===== config.mk =====
export PLATFORM = sky130hd
export DESIGN_NAME = input_unit
export DESIGN_NICKNAME = d
export VERILOG_FILES = /design/src/verilog/input_unit.sv
export VERILOG_INCLUDE_DIRS = /design/src /design/src/verilog
export SDC_FILE = /design/constraint.sdc
export NUM_CORES = 1
export LEC_CHECK = 0
export BUFFER_PORTS_ARGS = -buffer_cell sky130_fd_sc_hd__buf_2
export CAP_MARGIN = 0
export CORE_ASPECT_RATIO = 0.6
export CORE_MARGIN = 5
export CORE_UTILIZATION = 38
export CTS_CLUSTER_DIAMETER = 120
export CTS_CLUSTER_SIZE = 28
export DETAILED_ROUTE_END_ITERATION = 8
export PLACE_DENSITY_LB_ADDON = 0.25
export SLEW_MARGIN = 25
export SYNTH_ARGS = -nofsm -noshare
export SYNTH_HDL_FRONTEND = slang
export SYNTH_SLANG_ARGS = --single-unit

===== constraint.sdc =====
create_clock -name clk -period 1.95 [get_ports clk]
set_input_delay 0.4875 -clock clk [delete_from_list [all_inputs] [get_ports clk]]
set_output_delay 0.4875 -clock clk [all_outputs]
set_load 0.01 [all_outputs]

===== src/verilog/cpu_config.svh =====
`ifndef CPU_CONFIG_SVH
`define CPU_CONFIG_SVH

// datapath widths
`define ISA_WIDTH            32           // data word and address width
`define REG_FILE_ADDR_WIDTH  5            // register index, 32 registers

// hazard command encoding width, the enum itself lives in cpu_pkg
`define HAZD_CTL_WIDTH       2

// user input hardware
`define SWITCH_CNT           16           // number of toggle switches

// data memory and the memory mapped input region
`define DMEM_DEPTH           256          // words in the data memory
`define IO_BASE              32'hFFFF_FC00 // first word address of the input region
`define SWITCH_ADDR          32'hFFFF_FC70 // reads the switches, rest of region reads keypad

`endif


===== src/verilog/input_unit.sv =====
`include "cpu_config.svh"
`timescale 1ns/1ps

// user input side of the memory stage
// keeps the last keypad word and decodes the switch address
module input_unit (
    input  logic                       clk,
    input  logic                       rst_n,

    input  logic [`ISA_WIDTH - 1:0]    keypad_data,     // raw keypad word from hardware
    input  logic                       keypad_strobe,   // keypad has a new entry
    input  logic [`ISA_WIDTH - 1:0]    address,         // alu_result of the mem item

    output logic [`ISA_WIDTH - 1:0]    keypad_value,    // latched keypad word
    output logic                       switch_enable    // io read targets the switches
);

    logic [`ISA_WIDTH - 1:0] keypad_latch;              // last strobed entry

    // hold the keypad entry until the next strobe
    // a load can then see it long after the key was pressed
    always_ff @(posedge clk or negedge rst_n) begin
        if (!rst_n) begin
            keypad_latch <= '0;                         // no entry yet
        end else if (keypad_strobe) begin
            keypad_latch <= keypad_data;                // shows one edge after strobe
        end
    end

    assign keypad_value = keypad_latch;

    // only one address in the region maps to the switches
    // only meaningful together with input_enable from data_mem
    assign switch_enable = (address == `SWITCH_ADDR);

endmodule


==> flow_summary.ini <==
[global_route]
grt_pass1_wl_um = 5080
antenna_found_initial = 0
grt_pass1_vias = 1098
grt_util_all_layers_pct = 14.8
grt_overflow = 0
grt_max_degree = 33

[setup_path]
cp-end-kind = output port
r2r-start = keypad_value[11]
critPathLaunchType = input pin
critical_r2r_capture = keypad_value[11]
rr_worst_depth = 1
timing.setup.critical_path_class = in2out
register_to_register_path_setup_slack_ns = 1.16
critical_path.max_fanout = 1
critical_path_required_ns = 1.46
worstPathArrival_ns = 1.49

[finish]
most_frequent_standard_cell_in_the_layout_excluding_fill_and_tap_cells = buf_2
area.growth.synth_to_final_pct = 57.0
final_core_utilization_pct = 61.3
final-seq-area_um2 = 801
insertedDiodeCount = 0
most-common-layout-cells = buf_2 (93), dfrtp_1 (32), mux2_2 (30)
drive_gt1_share_pct = 76.0
multi_input_comb_area_um2 = 458
finalNetCount = 249
num-fill-cells = 273
largest_register_ff_count = 32

[detailed_routing]
ant_nets = 0
route.detailed.drc = 0
dr_total_vias = 1041
detail_route.first_pass.iterations = 4
detail_route.wl_per_cell_um = 14.8
post_drt_via_cell_ratio = 4.57
drt_iter0_drc = 22
routed_wirelength_um = 3370

[synthesis]
synth_area_per_cell_um2 = 15.9
yosys_register_bits = 32
syn_inst = 79
yosys_warnings = 0
synth_cell_type_count = 12
mappedNetlistArea_mm2 = 0.00126
synth-seq-area-share_pct = 63.6
synth_fp_nets = 146

[power_and_ir_drop]
design_power_total_w = 0.00165
power_density_mw_per_mm2 = 834
max-vdd-ir-drop_uv = 474
total_leakage_power_nw = 0.997

[run_status]
outcome = complete, but fails checks
failed_checks = negative setup slack

[timing]
fraction_of_the_cycle_the_final_worst_path_needs_pct = 101
finalSetupViolCount = 1
grt_setup_unrepaired = true
finalWorstSetupSlack_ns = -0.0288
hold_viol = 0
maxClockFrequency_mhz = 505
totalNegativeSetupSlack_ns = -0.0288
final_max_tran_viols = 0
timing.slew.headroom_pct = 53.9
worst_clock_skew_ns = 0
finalWorstPathRequiredPeriod_ns = 1.98
worst_slew_pin_slew_ns = 0.692

[job]
maxCapViolations = 0

[clock_network]
h-tree-depth = 2
clk-insertion-delay-late_ns = 0.27
clk_transition_reported_paths_ns = 0.07
clock_tree_from_tritoncts = yes
cts_buffers = 5
ctsLongestPathBuffers = 2
sink_count = 32
root_buffer = clkbuf_8

[die]
die_width_um = 84.3
die_area_mm2 = 0.00460
floorplan.io_pins = 100
initial_util_pct = 39.1
die_height_um = 54.6
core.rowCount = 16
floorplan.core_area_mm2 = 0.00322

[placement]
io_buffer_count = 99
place.detailed.hpwl_um = 2600
finalWeightedCongestion = 0.729

[worst_hold_path]
hold_class = in2async
-- cell type report --
type / instances / share of cell area, %
well taps: 45 / 2.85
clock inverters: 2 / 1.77
flip-flops and latches: 32 / 40.5
repair buffers: 100 / 28.0
multi-input cells: 43 / 23.2
clock buffers: 6 / 3.67
-- repair_timing --
| action | 4_1_cts | 5_1_grt |
|---|---|---|
| endpoints found under the setup margin | 1 | 1 |
| hold buffers | 0 | 0 |
| gates resized for setup | 7 | 0 |
| buffers inserted | 0 | 0 |
| hold endpoints to repair | 0 | 0 |
| pin swaps | 1 | 0 |
-- report_power, final --
part | internal [W] | switching [W]
clock network | 0.000379 | 0.000224
logic | 0.000161 | 0.000123
registers | 0.000731 | 0.0000313
-- how the worst max path moves through the flow --
| stage | slack, ns | start | endpoint | depth (start not counted) |
|---|---|---|---|---|
| 2_1_floorplan | 0.11 | address[2] | switch_enable | 3 |
| 3_3_place_gp | -0.10 | address[2] | switch_enable | 5 |
| 3_5_place_dp | -0.11 | address[2] | switch_enable | 5 |
| 4_1_cts | -0.03 | address[25] | switch_enable | 5 |
| 5_1_grt | -0.09 | address[25] | switch_enable | 5 |
| 6_report | -0.03 | address[2] | switch_enable | 5 |
-- synth_stat cells --
cell type | number | area (um2)
dfrtp_1 | 32 | 801
mux2_2 | 30 | 338
nand4_1 | 5 | 31.3
buf_2 | 3 | 15.0
mux2_1 | 2 | 22.5
clkbuf_1 | 1 | 3.75
nand4b_1 | 1 | 8.76
nand4bb_1 | 1 | 11.3
nor2_1 | 1 | 3.75
nor4_1 | 1 | 6.26
nor4bb_1 | 1 | 10.0
or4_1 | 1 | 7.51
-- per-layer routing --
layer  GRT usage, %  wire [um]  share of wire [%]
met1           15.8       1250                 37
met2           26.4       1770                 52
met3           6.77        308                9.1
met4           6.42         42                1.2
met5              0          0                  0
-- worst max-delay path, stage by stage --
cell and delay [ns]:
buf_2 0.09, nand4bb_1 0.18, or4_4 0.44, nor4_4 0.13, buf_2 0.16
-- through the flow --
step / setup WS (ns) / hold WS, ns / std cells / area (um2)
finish: -0.0288 / 0.248 / 228 / 1980
floorplan: 0.115 / 0.192 / 79 / 1270
global placement: -0.103 / 0.467 / 220 / 1830
CTS: -0.0294 / 0.266 / 228 / 1980
global route: -0.0886 / 0.313 / 228 / 1980
detailed placement: -0.114 / 0.474 / 220 / 1830
-- kinds of logic (layout without fill, tap and decap cells) --
group,count (synthesis),in the layout,synth area share [%]
and+or+nand+nor,11,11,6.26
DFF,32,32,63.6
buffers and inverters,4,108,1.49
muxes,32,32,28.6
(Power assumes the default switching activity.)
