`config.mk`:
```
export PLATFORM = sky130hd
export DESIGN_NAME = general_reg
export DESIGN_NICKNAME = d
export VERILOG_FILES = /design/src/verilog/cpu_pkg.sv /design/src/verilog/general_reg.sv
export VERILOG_INCLUDE_DIRS = /design/src /design/src/verilog
export SDC_FILE = /design/constraint.sdc
export NUM_CORES = 2
export LEC_CHECK = 0
export BUFFER_PORTS_ARGS = -buffer_cell sky130_fd_sc_hd__buf_2
export CAP_MARGIN = 0
export CORE_MARGIN = 1.5
export CORE_UTILIZATION = 65
export DETAILED_ROUTE_END_ITERATION = 10
export HOLD_SLACK_MARGIN = 0.15
export PLACE_DENSITY = 0.94
export SLEW_MARGIN = 30
export SYNTH_ARGS = -nofsm -noshare
export SYNTH_HDL_FRONTEND = slang
export SYNTH_SLANG_ARGS = --single-unit
export TNS_END_PERCENT = 50
```
`constraint.sdc`:
```
create_clock -name clk -period 4.3 [get_ports clk]
set_input_delay 0.43 -clock clk [delete_from_list [all_inputs] [get_ports clk]]
set_output_delay 0.43 -clock clk [all_outputs]
set_load 0.01 [all_outputs]
```
`src/verilog/cpu_config.svh`:
```
`ifndef CPU_CONFIG_SVH
`define CPU_CONFIG_SVH

// datapath widths
`define ISA_WIDTH            32           // data word and address width
`define REG_FILE_ADDR_WIDTH  5            // register index, 32 registers

// hazard command encoding width, the enum itself lives in cpu_pkg
`define HAZD_CTL_WIDTH       2

// user input hardware
`define SWITCH_CNT           16           // number of toggle switches

// data memory and the memory mapped input region
`define DMEM_DEPTH           256          // words in the data memory
`define IO_BASE              32'hFFFF_FC00 // first word address of the input region
`define SWITCH_ADDR          32'hFFFF_FC70 // reads the switches, rest of region reads keypad

`endif

```
`src/verilog/cpu_pkg.sv`:
```
`include "cpu_config.svh"

package cpu_pkg;

    // next state request from the hazard unit for the wb stage
    typedef enum logic [`HAZD_CTL_WIDTH - 1:0] {
        HAZD_CTL_NORMAL = 2'd0,                        // capture new item
        HAZD_CTL_NO_OP  = 2'd1,                        // insert a bubble
        HAZD_CTL_RETRY  = 2'd2                         // replay the held item
    } hazd_ctl_e;

    // item arriving from the ex/mem stage register
    typedef struct packed {
        logic                                no_op;            // mem stage stopped
        logic                                reg_write_enable; // item writes a register
        logic                                mem_read_enable;  // item is a load
        logic                                mem_write_enable; // item is a store
        logic [`ISA_WIDTH - 1:0]             alu_result;       // also the memory address
        logic [`ISA_WIDTH - 1:0]             store_data;       // word to store
        logic [`REG_FILE_ADDR_WIDTH - 1:0]   dest_reg_idx;     // destination register
    } mem_stage_t;

    // item held by the mem/wb stage register
    // also the forwarding source for the ex stage
    typedef struct packed {
        logic                                no_op;            // suppresses write back
        logic                                reg_write_enable; // item writes a register
        logic                                mem_read_enable;  // select loaded data
        logic [`ISA_WIDTH - 1:0]             alu_result;       // alu path result
        logic [`ISA_WIDTH - 1:0]             mem_read_data;    // memory or user input word
        logic [`REG_FILE_ADDR_WIDTH - 1:0]   dest_reg_idx;     // destination register
    } wb_stage_t;

endpackage

```
`src/verilog/general_reg.sv`:
```
`include "cpu_config.svh"
`timescale 1ns/1ps

// general register file, write back side of the pipe
// one write port fed by the wb stage, two combinational read ports
module general_reg (
    input  logic                                clk,
    input  logic                                rst_n,

    input  cpu_pkg::wb_stage_t                  wb_in,       // from mem_wb_reg

    input  logic [`REG_FILE_ADDR_WIDTH - 1:0]   read_idx_a,  // first read index
    input  logic [`REG_FILE_ADDR_WIDTH - 1:0]   read_idx_b,  // second read index
    output logic [`ISA_WIDTH - 1:0]             read_data_a, // value of read_idx_a
    output logic [`ISA_WIDTH - 1:0]             read_data_b  // value of read_idx_b
);

    localparam int REG_CNT = 2 ** `REG_FILE_ADDR_WIDTH;       // 32 registers

    logic [`ISA_WIDTH - 1:0] regs [0:REG_CNT - 1];            // register storage
    logic [`ISA_WIDTH - 1:0] write_data;                      // selected wb value
    logic                    write_live;                      // write really happens

    // loads write back memory data, everything else the alu result
    assign write_data = wb_in.mem_read_enable ? wb_in.mem_read_data
                                              : wb_in.alu_result;

    // bubbles and the zero register never change state
    assign write_live = wb_in.reg_write_enable
                      & ~wb_in.no_op
                      & (wb_in.dest_reg_idx != '0);

    always_ff @(posedge clk or negedge rst_n) begin
        if (!rst_n) begin
            for (int i = 0; i < REG_CNT; i++) begin
                regs[i] <= '0;                                // clean file after reset
            end
        end else if (write_live) begin
            regs[wb_in.dest_reg_idx] <= write_data;           // seen from next cycle
        end
    end

    // register 0 is hardwired, no bypass from the write port
    assign read_data_a = (read_idx_a == '0) ? '0 : regs[read_idx_a];
    assign read_data_b = (read_idx_b == '0) ? '0 : regs[read_idx_b];

    // a write aimed at register 0 must not leave a trace
    a_r0_never_written: assert property (
        @(posedge clk) disable iff (!rst_n)
        (wb_in.reg_write_enable && !wb_in.no_op && wb_in.dest_reg_idx == '0)
        |=> (regs[0] == '0)
    ) else $error("general_reg: register 0 was written");

endmodule

```
==> flow_summary.ini, run 1 <==
[synth]
synthCells = 4751
syn_avg_cell_area_um2 = 11.10
sequential_to_total_area_share_from_yosys_stat = 0.4860
synth_async_sr_flop_share = 1.000
synth_area_leaders = sky130_fd_sc_hd__dfrtp_1 (49%), sky130_fd_sc_hd__mux4_2 (19%), sky130_fd_sc_hd__o21ai_0 (5.3%)
synth_edf_count = 0
synth_largest_area_cell = sky130_fd_sc_hd__dfrtp_1
post_synth_num_cell_types = 37
syn-num-nets = 4835
netlist.area_leader.share = 0.4860
ys_seq_elements = 1024
synthesis.yosys.warnings = 0
synth_ff_type = sky130_fd_sc_hd__dfrtp_1
cell_area_synth_um2 = 52720

[run_status]
haltStage = 5_1_grt
run_stopping_error = [ERROR GRT-0229] Vertical edge usage exceeds the maximum allowed. (8, 6) usage=65535 limit=2200
status = did not finish

[placed_design]
place.port_buffers = 147
place.gp.congestion = 0.8903
place_inst = 5573
detailed_place_hpwl_um = 102200

[sta]
endpoint_type = output port
last_worst_endpoint_in_the_global_route_repair_timing = read_data_a[13]

[floorplan]
chipHeight_um = 287.8
ioPinCount = 148
die_width_um = 287.8
placement_rows = 104
initial_core_util = 0.6556

[clock_network]
clockRootBuffer = sky130_fd_sc_hd__clkbuf_16
postCtsSetupBuffers = 0
clock_sink_count = 1024
cts_inserted_buffers = 102
clock_tree.htree_level_count = 3
clockBufferDepth = 3

[grt]
grt_start_max_net_pins = 110
grt_antenna_before_repair = 43
==> metrics by stage <==
step / worst slack, ns / util / hold slack (ns) / cell area, um^2
after floorplan: 1.883 / - / 0.1344 / 52720
after global placement: 0.8231 / 0.6754 / 0.3763 / 54310
after detailed placement: 0.7748 / 0.6763 / 0.3842 / 54380
after CTS: 0.5977 / 0.7188 / 0.2287 / 57800
==> timing repair <==
action,CTS
hold buffers,1
resized for setup,0
hold endpoints to repair,82
==> cells by family after synthesis <==
family,synth area share
AO/OA/AOI/OAI,0.1442
AND/OR/NAND/NOR,0.09182
flip-flops,0.4860
multiplexers,0.2354
buffers and inverters,0.04255
==> synth_stat cells, types with 3 or more instances <==
cell	number
sky130_fd_sc_hd__o2111ai_1	17
sky130_fd_sc_hd__or4_1	3
sky130_fd_sc_hd__nor4_4	12
sky130_fd_sc_hd__clkbuf_1	363
sky130_fd_sc_hd__buf_4	6
sky130_fd_sc_hd__a22oi_1	64
sky130_fd_sc_hd__nor2b_1	72
sky130_fd_sc_hd__mux4_2	448
sky130_fd_sc_hd__mux2_2	64
sky130_fd_sc_hd__nand2_1	515
sky130_fd_sc_hd__nor3_2	3
sky130_fd_sc_hd__nand4_1	8
sky130_fd_sc_hd__mux2i_1	160
sky130_fd_sc_hd__o21ai_1	37
sky130_fd_sc_hd__nor2_1	520
sky130_fd_sc_hd__nand3_1	5
sky130_fd_sc_hd__buf_1	13
sky130_fd_sc_hd__a211oi_1	64
sky130_fd_sc_hd__buf_2	155
sky130_fd_sc_hd__nand2b_1	6
sky130_fd_sc_hd__a21oi_1	512
sky130_fd_sc_hd__o21ai_0	554
sky130_fd_sc_hd__a311oi_1	64
sky130_fd_sc_hd__dfrtp_1	1024
sky130_fd_sc_hd__a221oi_1	47
==> inputs of run 2 (changes only) <==
Settings changed: CORE_UTILIZATION 65 to 40, HOLD_SLACK_MARGIN 0.15 to default, PLACE_DENSITY 0.94 to default, PLACE_DENSITY_LB_ADDON from default to 0.15.
==> flow_summary.ini, run 2 <==
[flow_run]
cap_viol_max_count = 0

[clock_network]
clock_tree.htree_level_count = 3
clk_pin_slew_worst_setup_hold_paths_ns = 0.06
clockBufferDepth = 3
postCtsSetupBuffers = 0
clock_latency_ns = 0.71
clockRootBuffer = sky130_fd_sc_hd__clkbuf_16
cts_tree = built
clock_sink_count = 1024
cts_inserted_buffers = 115

[critical_path]
timing.critical_path.to_type = output port
ff2ff_path_depth = 2
timing_worst_setup_path_type = input port to output port
cp-start-kind = input port
critPathArrivalTime_ns = 3.17
max_fo_critical_path = 19
crit_required_ns = 3.87

[pwr]
power_per_cell_area_nw_per_um2 = 466.0
power.total_uw = 27860
leakage_uw = 0.02532
worst_ir_drop_vdd_uv = 354.4

[drt]
avgRoutedWirePerCell_um = 28.50
routed_via_density = 5.976
drt_drc_violations_left = 0
initialDrtViolationCount = 3700
vias = 38950
drt-pass1-iter-count = 7
totalWireLength_um = 185800
antenna_violating_nets_post_route = 0

[synth]
most_common_cell_in_the_netlist = sky130_fd_sc_hd__dfrtp_1
synth_async_sr_flop_share = 1.000
syn-num-nets = 4835
ys_seq_elements = 1024
netlist.area_leader.share = 0.4860
sequential_to_total_area_share_from_yosys_stat = 0.4860
post_synth_most_frequent_cells = sky130_fd_sc_hd__dfrtp_1 (1024), sky130_fd_sc_hd__o21ai_0 (554), sky130_fd_sc_hd__nor2_1 (520)
syn_avg_cell_area_um2 = 11.10
synthCells = 4751
synth_largest_area_cell = sky130_fd_sc_hd__dfrtp_1
post_synth_num_cell_types = 37
synth_edf_count = 0
synth_area_leaders = sky130_fd_sc_hd__dfrtp_1 (49%), sky130_fd_sc_hd__mux4_2 (19%), sky130_fd_sc_hd__o21ai_0 (5.3%)
synth_ff_type = sky130_fd_sc_hd__dfrtp_1
synthesis.yosys.warnings = 0
cell_area_synth_um2 = 52720

[sta]
timing.slew.headroom = 0.3196
report.final.slew_viol_count = 0
clock_skew_ns = 0
finalHoldViolations = 0
tns_ns = 0
fmax_ghz = 0.2776
max_slew.worst_pin.slew_ns = 1.021
rsz0062_at_grt = no
setup_viol = 0
timing.final.crit_period_ns = 3.602
post-route-period-util = 0.8377

[finish]
final_cell_utilization_of_the_core = 0.4559
flow.area_growth_from_synthesis_pct = 13.39
most-common-layout-cells = sky130_fd_sc_hd__dfrtp_1 (1024), sky130_fd_sc_hd__o21ai_0 (554), sky130_fd_sc_hd__nor2_1 (518), sky130_fd_sc_hd__nand2_1 (515), sky130_fd_sc_hd__a21oi_1 (512)
reg_top3 = regs: 1024 flops
fin_nets = 4751
layout.cells.most_common = sky130_fd_sc_hd__dfrtp_1
final_layout_size_suffix_gt1_frac = 0.2341
layout_cells_excl_fill = 6518
insertedDiodeCount = 0
largest_register = regs
largest_register_ffs = 1024

[grt]
grt_antenna_before_repair = 3
global_route.overflow_total = 0
grt_pass1_vias = 39170
wire_length_of_the_first_global_routing_pass_um = 275400
grt_util_all_layers = 0.2784
grt_start_max_net_pins = 119

[floorplan]
placement_rows = 133
initial_core_util = 0.4021
chipHeight_um = 366.1
ioPinCount = 148
fp.dieArea_um2 = 134000
die_width_um = 366.1
design.core.area_um2 = 131100

[placed_design]
detailed_place_hpwl_um = 108300
place.gp.congestion = 0.8004
place.port_buffers = 147
place_inst = 6303

[worst_hold_path]
number_of_stages_on_the_worst_hold_path = 3
hold_path_class = input port to register

[run_status]
status = finished, final reports clean
## run 2: final cells by class
| class | instances | area, um^2 |
|---|---|---|
| fillers | 12360 | 71350 |
| flip-flops and latches | 1024 | 25620 |
| multi-input cells | 3187 | 25170 |
| clock buffers | 162 | 3337 |
| repair buffers | 336 | 2819 |
| well taps | 1755 | 2196 |
| clock inverters | 51 | 625.6 |
| inverters | 3 | 16.27 |
## run 2: stage by stage
step                      hold slack (ns)  worst slack [ns]  instance area, um^2
final                              0.2023            0.6978                59780
after global routing               0.1976            0.6439                59780
after CTS                          0.1615            0.6345                59770
after floorplan                    0.1344             1.883                52720
after global placement             0.3765            0.6871                55680
after detailed placement           0.3823            0.6555                55800
## run 2: worst max-delay path, cell delays in order
cell and delay, ns:
sky130_fd_sc_hd__buf_2 0.51, sky130_fd_sc_hd__or2_2 0.23, sky130_fd_sc_hd__or4_2 0.52, sky130_fd_sc_hd__buf_4 0.37
sky130_fd_sc_hd__o21ai_1 0.10, sky130_fd_sc_hd__a311oi_1 0.58, sky130_fd_sc_hd__buf_4 0.24, sky130_fd_sc_hd__buf_2 0.15
## run 2: path summary, 6_finish.rpt
path                                        from                    end  slack, ns
min in group asynchronous                  rst_n  regs[642]$_DFFE_PN0P_       0.32
max                                read_idx_a[3]         read_data_a[1]       0.70
min reg2reg                regs[997]$_DFFE_PN0P_  regs[997]$_DFFE_PN0P_       0.39
max reg2reg                regs[373]$_DFFE_PN0P_  regs[373]$_DFFE_PN0P_       3.55
max in group asynchronous                  rst_n  regs[724]$_DFFE_PN0P_       2.77
min                                    wb_in[68]   regs[31]$_DFFE_PN0P_       0.20
## run 2: repair_timing
item / in CTS / in global routing
endpoints found under the hold margin: 55 / 0
hold buffers: 1 / 0
resized for setup: 0 / 0
## run 2: where the power goes
group	internal [uW]	switching, uW
combinational	2560	2550
sequential	11200	1200
clock	6110	4230
## run 2: kinds of logic (layout without fill, tap and decap cells)
family,count (synthesis),in the layout,synth area share
DFF,1024,1024,0.4860
muxes,672,672,0.2354
AOI/OAI and AO/OA,1359,1359,0.1442
and+or+nand+nor,1156,1156,0.09182
buffers and inverters,540,552,0.04255
## run 2: metal layers
metal  up-vias  share of wire  global-route usage
met3       292          0.057             0.03640
met5         -              0                   0
met1     20250           0.43              0.3886
met2      1199           0.48              0.4549
met4         0          0.029             0.08235
li1      17210              -                   -
(Power assumes the default switching activity.)
