--- config.mk ---
export PLATFORM = sky130hd
export DESIGN_NAME = mem_wb_reg
export DESIGN_NICKNAME = d
export VERILOG_FILES = /design/src/verilog/cpu_pkg.sv /design/src/verilog/mem_wb_reg.sv
export VERILOG_INCLUDE_DIRS = /design/src /design/src/verilog
export SDC_FILE = /design/constraint.sdc
export NUM_CORES = 1
export LEC_CHECK = 0
export BUFFER_PORTS_ARGS = -buffer_cell sky130_fd_sc_hd__buf_2
export CAP_MARGIN = 25
export CORE_ASPECT_RATIO = 1.4
export CORE_UTILIZATION = 35
export CTS_BUF_LIST = sky130_fd_sc_hd__clkbuf_4
export DETAILED_ROUTE_END_ITERATION = 10
export PLACE_DENSITY = 0.7
export SLEW_MARGIN = 20
export SYNTH_ARGS = -nofsm -noshare
export SYNTH_HDL_FRONTEND = slang
export SYNTH_SLANG_ARGS = --single-unit
--- constraint.sdc ---
create_clock -name clk -period 0.99 [get_ports clk]
set_input_delay 0.198 -clock clk [delete_from_list [all_inputs] [get_ports clk]]
set_output_delay 0.198 -clock clk [all_outputs]
set_load 0.02 [all_outputs]
--- src/verilog/cpu_config.svh ---
`ifndef CPU_CONFIG_SVH
`define CPU_CONFIG_SVH

// datapath widths
`define ISA_WIDTH            32           // data word and address width
`define REG_FILE_ADDR_WIDTH  5            // register index, 32 registers

// hazard command encoding width, the enum itself lives in cpu_pkg
`define HAZD_CTL_WIDTH       2

// user input hardware
`define SWITCH_CNT           16           // number of toggle switches

// data memory and the memory mapped input region
`define DMEM_DEPTH           256          // words in the data memory
`define IO_BASE              32'hFFFF_FC00 // first word address of the input region
`define SWITCH_ADDR          32'hFFFF_FC70 // reads the switches, rest of region reads keypad

`endif

--- src/verilog/cpu_pkg.sv ---
`include "cpu_config.svh"

package cpu_pkg;

    // next state request from the hazard unit for the wb stage
    typedef enum logic [`HAZD_CTL_WIDTH - 1:0] {
        HAZD_CTL_NORMAL = 2'd0,                        // capture new item
        HAZD_CTL_NO_OP  = 2'd1,                        // insert a bubble
        HAZD_CTL_RETRY  = 2'd2                         // replay the held item
    } hazd_ctl_e;

    // item arriving from the ex/mem stage register
    typedef struct packed {
        logic                                no_op;            // mem stage stopped
        logic                                reg_write_enable; // item writes a register
        logic                                mem_read_enable;  // item is a load
        logic                                mem_write_enable; // item is a store
        logic [`ISA_WIDTH - 1:0]             alu_result;       // also the memory address
        logic [`ISA_WIDTH - 1:0]             store_data;       // word to store
        logic [`REG_FILE_ADDR_WIDTH - 1:0]   dest_reg_idx;     // destination register
    } mem_stage_t;

    // item held by the mem/wb stage register
    // also the forwarding source for the ex stage
    typedef struct packed {
        logic                                no_op;            // suppresses write back
        logic                                reg_write_enable; // item writes a register
        logic                                mem_read_enable;  // select loaded data
        logic [`ISA_WIDTH - 1:0]             alu_result;       // alu path result
        logic [`ISA_WIDTH - 1:0]             mem_read_data;    // memory or user input word
        logic [`REG_FILE_ADDR_WIDTH - 1:0]   dest_reg_idx;     // destination register
    } wb_stage_t;

endpackage

--- src/verilog/mem_wb_reg.sv ---
`include "cpu_config.svh"
`timescale 1ns/1ps

// stage register between the memory stage and the write back stage
// hazard_control chooses capture, bubble or replay each cycle
module mem_wb_reg (
    input  logic                       clk,
    input  logic                       rst_n,

    input  cpu_pkg::hazd_ctl_e         hazard_control,  // next state for the wb stage
    input  logic                       ignore_no_op,    // let a stopped mem item through

    input  cpu_pkg::mem_stage_t        mem_in,          // item from ex/mem register
    input  logic [`ISA_WIDTH - 1:0]    mem_read_data,   // from data_mem
    input  logic                       input_enable,    // from data_mem, io region hit
    input  logic                       switch_enable,   // from input_unit, switch address
    input  logic [`ISA_WIDTH - 1:0]    keypad_value,    // from input_unit
    input  logic [`SWITCH_CNT - 1:0]   switch_map,      // toggle switches, straight from pins

    output cpu_pkg::wb_stage_t         wb_out           // to general_reg and forwarding
);

    logic [`ISA_WIDTH - 1:0] load_word;                 // word a load would capture

    // io loads bypass memory, switches zero extended to a full word
    always_comb begin
        if (input_enable && switch_enable) begin
            load_word = {{(`ISA_WIDTH - `SWITCH_CNT){1'b0}}, switch_map};
        end else if (input_enable) begin
            load_word = keypad_value;
        end else begin
            load_word = mem_read_data;
        end
    end

    always_ff @(posedge clk or negedge rst_n) begin
        if (!rst_n) begin
            wb_out <= '0;                               // no_op and write enable both low
        end else if (mem_in.no_op && !ignore_no_op) begin
            wb_out.no_op <= 1'b1;                       // mem stage stopped, hold the rest
        end else begin
            case (hazard_control)
                cpu_pkg::HAZD_CTL_NO_OP: begin
                    wb_out.no_op <= 1'b1;               // bubble, fields held
                end
                cpu_pkg::HAZD_CTL_RETRY: begin
                    wb_out.no_op <= 1'b0;               // replay held fields
                end
                default: begin                          // normal capture
                    wb_out.no_op            <= 1'b0;
                    wb_out.reg_write_enable <= mem_in.reg_write_enable;
                    wb_out.mem_read_enable  <= mem_in.mem_read_enable;
                    wb_out.alu_result       <= mem_in.alu_result;
                    wb_out.mem_read_data    <= load_word;
                    wb_out.dest_reg_idx     <= mem_in.dest_reg_idx;
                end
            endcase
        end
    end

    // an unknown command would silently fall into capture
    a_hazd_known: assert property (
        @(posedge clk) disable iff (!rst_n)
        !$isunknown(hazard_control)
    ) else $error("mem_wb_reg: hazard_control unknown");

endmodule

==> impl_metrics.tcl, run 1 <==
set metrics [dict create \
    status "finished, violations left" \
    violations "setup timing" \
    p_sw_share_pct 31.1 \
    top_regs "wb_out x72" \
    num-fill-cells 737 \
    async_reset_ff_share_pct 100 \
    n_antenna_cell 0 \
    hpwl_um 6260 \
    synth_edf_count 0 \
    period_needed_ns 1.19 \
    ys_warn_count 0 \
    die_area_um2 10900 \
    io_pins 232 \
    vias 3197 \
    antenna_found_initial 0 \
    period_share_pct 120 \
    fmax_ghz 0.841 \
    cts_buffer_depth 2 \
    p_leak_uw 0.00336 \
    area_growth_pct 73.2 \
    synth_seq_area_share_pct 49.2 \
    finalHoldViolations 0 \
    yosys-top-cells-count "72 x dfrtp_1, 70 x mux2_4, 17 x inv_1" \
    clock_sinks 72 \
    hold_class "input port to flip-flop" \
    cp_max_fo 2 \
    synth_cell_types 18 \
    power_density_nw_per_um2 1710 \
    relSlewSlack_pct 75.2 \
    path_class "flip-flop to primary output" \
    worst_path_dominant_cell_family "flip-flops" \
    yosysTopAreaCellShare_pct 49.2 \
    clockRootBuffer "clkbuf_4" \
    synth_area_leaders "dfrtp_1 49%, mux2_4 29%, buf_12 4.4%" \
    grt_pass1_wl_um 15600 \
    internal-power_uw 7460 \
    fin_ws_ns -0.199 \
    fp.dieH_um 123 \
    p_comb_share_pct 44.0 \
    first_iter_violations 65 \
    largest_register_ff_count 72 \
    ys_ff_latch 72 \
    synth_most_common_cell "dfrtp_1" \
    finalSetupViolCount 91 \
    drcViolationCount 0 \
    p_clk_share_pct 19.3 \
    place_ws_ns -0.511 \
    fin_util_pct 63.0 \
    synth.cell_area_um2 3660 \
    cp-start-kind "flip-flop" \
    htree_levels 3 \
    placed_cells 587 \
    die_w_um 88.4 \
    wl_per_cell_um 15.7 \
    core_area_um2 10100 \
    syn_inst 263 \
    io_buffers 198 \
    drtAntennaViolNets 0 \
    synth.largest_area_cell "dfrtp_1" \
    gr-usage-all-layers_pct 19.4 \
    start_util_pct 36.4 \
    vias_per_cell 4.55 \
    placed_area_um2 4810 \
    drv_cap 0 \
    wl_um 11000 \
    worst_slew_pin_slew_ns 0.372 \
    synth_nets 424 \
    slew_viol_final 0 \
    synth_flop_cell "dfrtp_1" \
    fin_skew_ns 0 \
    irDropWorstVdd_uv 714 \
    cts_tree "built" \
    numCtsBuffers 9 \
    crit_path_end_kind "primary output" \
    top_register "wb_out" \
    overflow 0 \
    drt_pre_antenna_iters 4 \
    seqPwrFrac_pct 36.7 \
    rows 43 \
    fin_nets 723 \
    gp_congestion 0.740 \
    arrival_ns 0.99 \
    grt_max_degree 73 \
    rsz0062_at_grt "true" \
    crit_path_top_delay_cell "dfrtp_1" \
    first_global_vias 3306 \
    final_area_um2 6340 \
    power.switching_uw 3360 \
    drive_above_1_share_pct 63.1 \
    cp_slowest_stage_delay_ns 0.44 \
    syn_area_per_cell_um2 13.9 \
    insertion_delay_ns 0.40 \
    worstPathCellList "buf_6" \
    worst_ep_required_time_ns 0.79 \
    path_buf_inv 1 \
    final_cells 702 \
    path_clk_slew_ns 0.13 \
]
through the flow:
stage | TNS (ns) | total power [uW] | hold slack, ns
global placement | -31.09 | 6930 | 0.236
detailed placement | -32.67 | 7010 | 0.239
CTS | -14.67 | 10400 | 0.00365
global route | -17.18 | 11300 | 0.0189
finish | -12.38 | 10800 | 0.0619
floorplan | -15.78 | 5950 | -0.0976
routing by layer:
layer  global-route usage, %  vias to the layer above  share of wire (%)
li1                        -                     1500                  -
met1                    19.7                     1545                 37
met2                    37.5                      138                 56
met3                    4.34                       14                6.0
met4                    6.85                        0                1.4
met5                       0                        -                  0
cell type report:
cell class                      instances  area [um^2]  share of cell area (%)
Sequential cell                        72         1800                    28.4
Inverter                               17         76.3                    1.20
Clock buffer                           10         75.1                    1.18
Timing Repair Buffer                  307         2550                    40.2
Clock inverter                          6         83.8                    1.32
Tap cell                              135          169                    2.67
Multi-Input combinational cell        155         1580                    25.0
placed cells by master (no fill, tap or decap), drive strengths merged:
cell / instances
or2: 1
nor2b: 1
clkbuf: 10
nand2b: 1
clkinv: 3
mux2i: 16
nor2: 16
bufinv: 2
buf: 268
o22ai: 16
mux2: 71
dfrtp: 72
a21oi: 16
dlygate4sd3: 39
ha: 1
nand2: 16
clkinvlp: 1
inv: 17
cell families (layout without fill, tap and decap cells):
| group | Yosys count | in the layout | share of synthesized area, % |
|---|---|---|---|
| flops | 72 | 72 | 49.2 |
| fa+ha+maj | 1 | 1 | 0.342 |
| compound gates | 32 | 32 | 4.92 |
| simple gates | 35 | 35 | 4.21 |
| buf+inv | 36 | 340 | 7.90 |
| mux | 87 | 87 | 33.4 |
final timing paths:
| check | to | cells after the start | startpoint | slack [ns] |
|---|---|---|---|---|
| max | wb_out[4] | 1 | wb_out[4]$_DFFE_PN0P_ | -0.20 |
| min | wb_out[42]$_DFFE_PN0P_ | 2 | mem_in[42] | 0.06 |
| max reg2reg | wb_out[34]$_DFFE_PN0P_ | 3 | wb_out[34]$_DFFE_PN0P_ | -0.07 |
| min reg2reg | wb_out[55]$_DFFE_PN0P_ | 1 | wb_out[55]$_DFFE_PN0P_ | 0.55 |
| max in group asynchronous | wb_out[21]$_DFFE_PN0P_ | 3 | rst_n | 0.34 |
| min in group asynchronous | wb_out[51]$_DFFE_PN0P_ | 3 | rst_n | 0.33 |
power groups by stage:
stage          clock network (uW)  registers [uW]  logic [uW]
3_3_place_gp                    0            3860        3070
2_1_floorplan                   0            4550        1410
5_1_grt                      2300            4020        5000
3_5_place_dp                    0            3860        3150
4_1_cts                      2150            3930        4350
6_report                     2090            3970        4760
repair_timing:
item | 4_1_cts | 5_1_grt
endpoints found under the setup margin | 90 | 72
buffers inserted | 32 | 26
gates resized for setup | 148 | 7
endpoints found under the hold margin | 109 | 1
gates cloned | 2 | 0
hold buffers | 38 | 1
Power figures use the tool's default switching activity.
==> run 2: changes to the inputs <==
==> constraint.sdc (replaced) <==
create_clock -name clk -period 0.99 [get_ports clk]
set_input_delay 0.1485 -clock clk [delete_from_list [all_inputs] [get_ports clk]]
set_output_delay 0.1485 -clock clk [all_outputs]
set_load 0.02 [all_outputs]
==> run 2 against run 1 <==
Effect of this change: the run still ends with setup timing left; critical endpoint is now wb_out[29]; non-clock buffer count fell by 3; design area shrank 0.97%; first-iteration DRC count increased by 20%; utilization fell by 0.61 points; clock skew unchanged; routed wire length down 2.6%; maximum frequency grew 4.6%; critical path depth unchanged; highest routed layer unchanged; sequential share of layout area increased by 0.28 points; count of clock-buffer cells in the layout is the same.
==> impl_metrics.tcl, run 2 (synthesized netlist as in run 1, its figures left out) <==
set metrics [dict create \
    rrSetupSlack_ns -0.07 \
    insertion_delay_ns 0.40 \
    htree_levels 3 \
    fp.dieH_um 123 \
    fmax_ghz 0.880 \
    period_needed_ns 1.14 \
    irDropWorstVdd_uv 859 \
    core_area_um2 10100 \
    slew_viol_final 0 \
    io_buffers 198 \
    crit_path_top_delay_cell "dfrtp_1" \
    mostFrequentLayoutCells "125 x buf_2, 79 x buf_6, 72 x dfrtp_1, 70 x mux2_4, 51 x buf_4" \
    place_ws_ns -0.461 \
    arrival_ns 0.99 \
    fin_skew_ns 0 \
    status "finished, violations left" \
    fin_ws_ns -0.146 \
    drive_above_1_share_pct 62.8 \
    numCtsBuffers 9 \
    antenna_found_initial 1 \
    first_iter_violations 78 \
    finalSetupViolCount 92 \
    worst_path_dominant_cell_family "flip-flops" \
    drv_cap 0 \
    gp_congestion 0.740 \
    hpwl_um 6260 \
    drtAntennaViolNets 0 \
    io_pins 232 \
    finalHoldViolations 0 \
    path_buf_inv 1 \
    start_util_pct 36.4 \
    rsz0062_at_grt "true" \
    path_clk_slew_ns 0.13 \
    grt_pass1_wl_um 15400 \
    cp_max_fo 2 \
    placed_area_um2 4810 \
    top_regs "wb_out x72" \
    gr-usage-all-layers_pct 19.0 \
    hold_class "input port to flip-flop" \
    final_area_um2 6280 \
    violations "setup timing" \
    worst_hold_slack_ns 0.0875 \
    wl_um 10700 \
    cts_tree "built" \
    overflow 0 \
    period_share_pct 115 \
    grt_max_degree 73 \
    startpoint "wb_out[29]$_DFFE_PN0P_" \
    worstPathCellList "buf_6" \
    relSlewSlack_pct 74.9 \
    r2r_start "wb_out[34]$_DFFE_PN0P_" \
    power_density_nw_per_um2 1710 \
    clockRootBuffer "clkbuf_4" \
    fin_nets 720 \
    rows 43 \
    p_leak_uw 0.00333 \
    clock_sinks 72 \
    largest_register_ff_count 72 \
    min_from "hazard_control[0]" \
    worst_ep_required_time_ns 0.84 \
    cp_slowest_stage_delay_ns 0.43 \
    drt_pre_antenna_iters 4 \
    path_class "flip-flop to primary output" \
    drcViolationCount 0 \
    wl_per_cell_um 15.3 \
    first_global_vias 3308 \
    final_common_cell "buf_2" \
    tns_ns -8.79 \
    crit_path_end_kind "primary output" \
    die_w_um 88.4 \
    area_growth_pct 71.5 \
    top_register "wb_out" \
    worst_slew_pin_slew_ns 0.376 \
    cts_buffer_depth 2 \
    cp-start-kind "flip-flop" \
    vias 3172 \
    vias_per_cell 4.53 \
    die_area_um2 10900 \
    fin_util_pct 62.4 \
]
[run 2: cell count changes in the layout (fill, tap and decap cells not counted), sizes merged]
cell         delta
buf             -4
diode           +1
dlygate4sd3     +1
[run 2: power breakdown]
part           leakage (uW)  internal, uW  total [uW]  switching, uW
clock network     0.0000817          1040        2090           1050
logic               0.00240          2860        4680           1820
registers          0.000850          3500        3970            471
total               0.00333          7410       10700           3330
[run 2: layout make-up]
type | count | area, um^2
Fill cell | 748 | 3780
Timing Repair Buffer | 304 | 2490
Sequential cell | 72 | 1800
Multi-Input combinational cell | 155 | 1580
Tap cell | 135 | 169
Clock inverter | 6 | 83.8
Inverter | 17 | 76.3
Clock buffer | 10 | 75.1
Antenna cell | 1 | 2.50
[run 2: path summary, 6_finish.rpt]
check | endpoint | cells past startpoint
setup / recovery | wb_out[29] | 1
hold / removal | wb_out[71]$_DFF_PN0_ | 3
setup reg to reg | wb_out[34]$_DFFE_PN0P_ | 3
hold reg to reg | wb_out[55]$_DFFE_PN0P_ | 1
max in group asynchronous | wb_out[21]$_DFFE_PN0P_ | 3
min in group asynchronous | wb_out[47]$_DFFE_PN0P_ | 3
[run 2: repair_timing]
action / 4_1_cts / 5_1_grt
gates resized for setup: 142 / 10
setup buffers: 32 / 24
hold buffers: 40 / 0
setup endpoints to repair: 72 / 73
endpoints found under the hold margin: 111 / 0
[run 2: metrics by stage]
step / cells / total power (uW)
2_1_floorplan: 263 / 5950
3_3_place_gp: 587 / 6930
3_5_place_dp: 587 / 7010
4_1_cts: 675 / 10400
5_1_grt: 700 / 11200
6_report: 700 / 10700
[run 2: layer usage]
metal	track usage, %	wire (um)	vias up	share of wire (%)
li1	-	-	1494	-
met1	19.2	3890	1514	36
met2	35.9	5900	140	55
met3	4.61	664	24	6.2
met4	8.47	266	0	2.5
met5	0	0	-	0
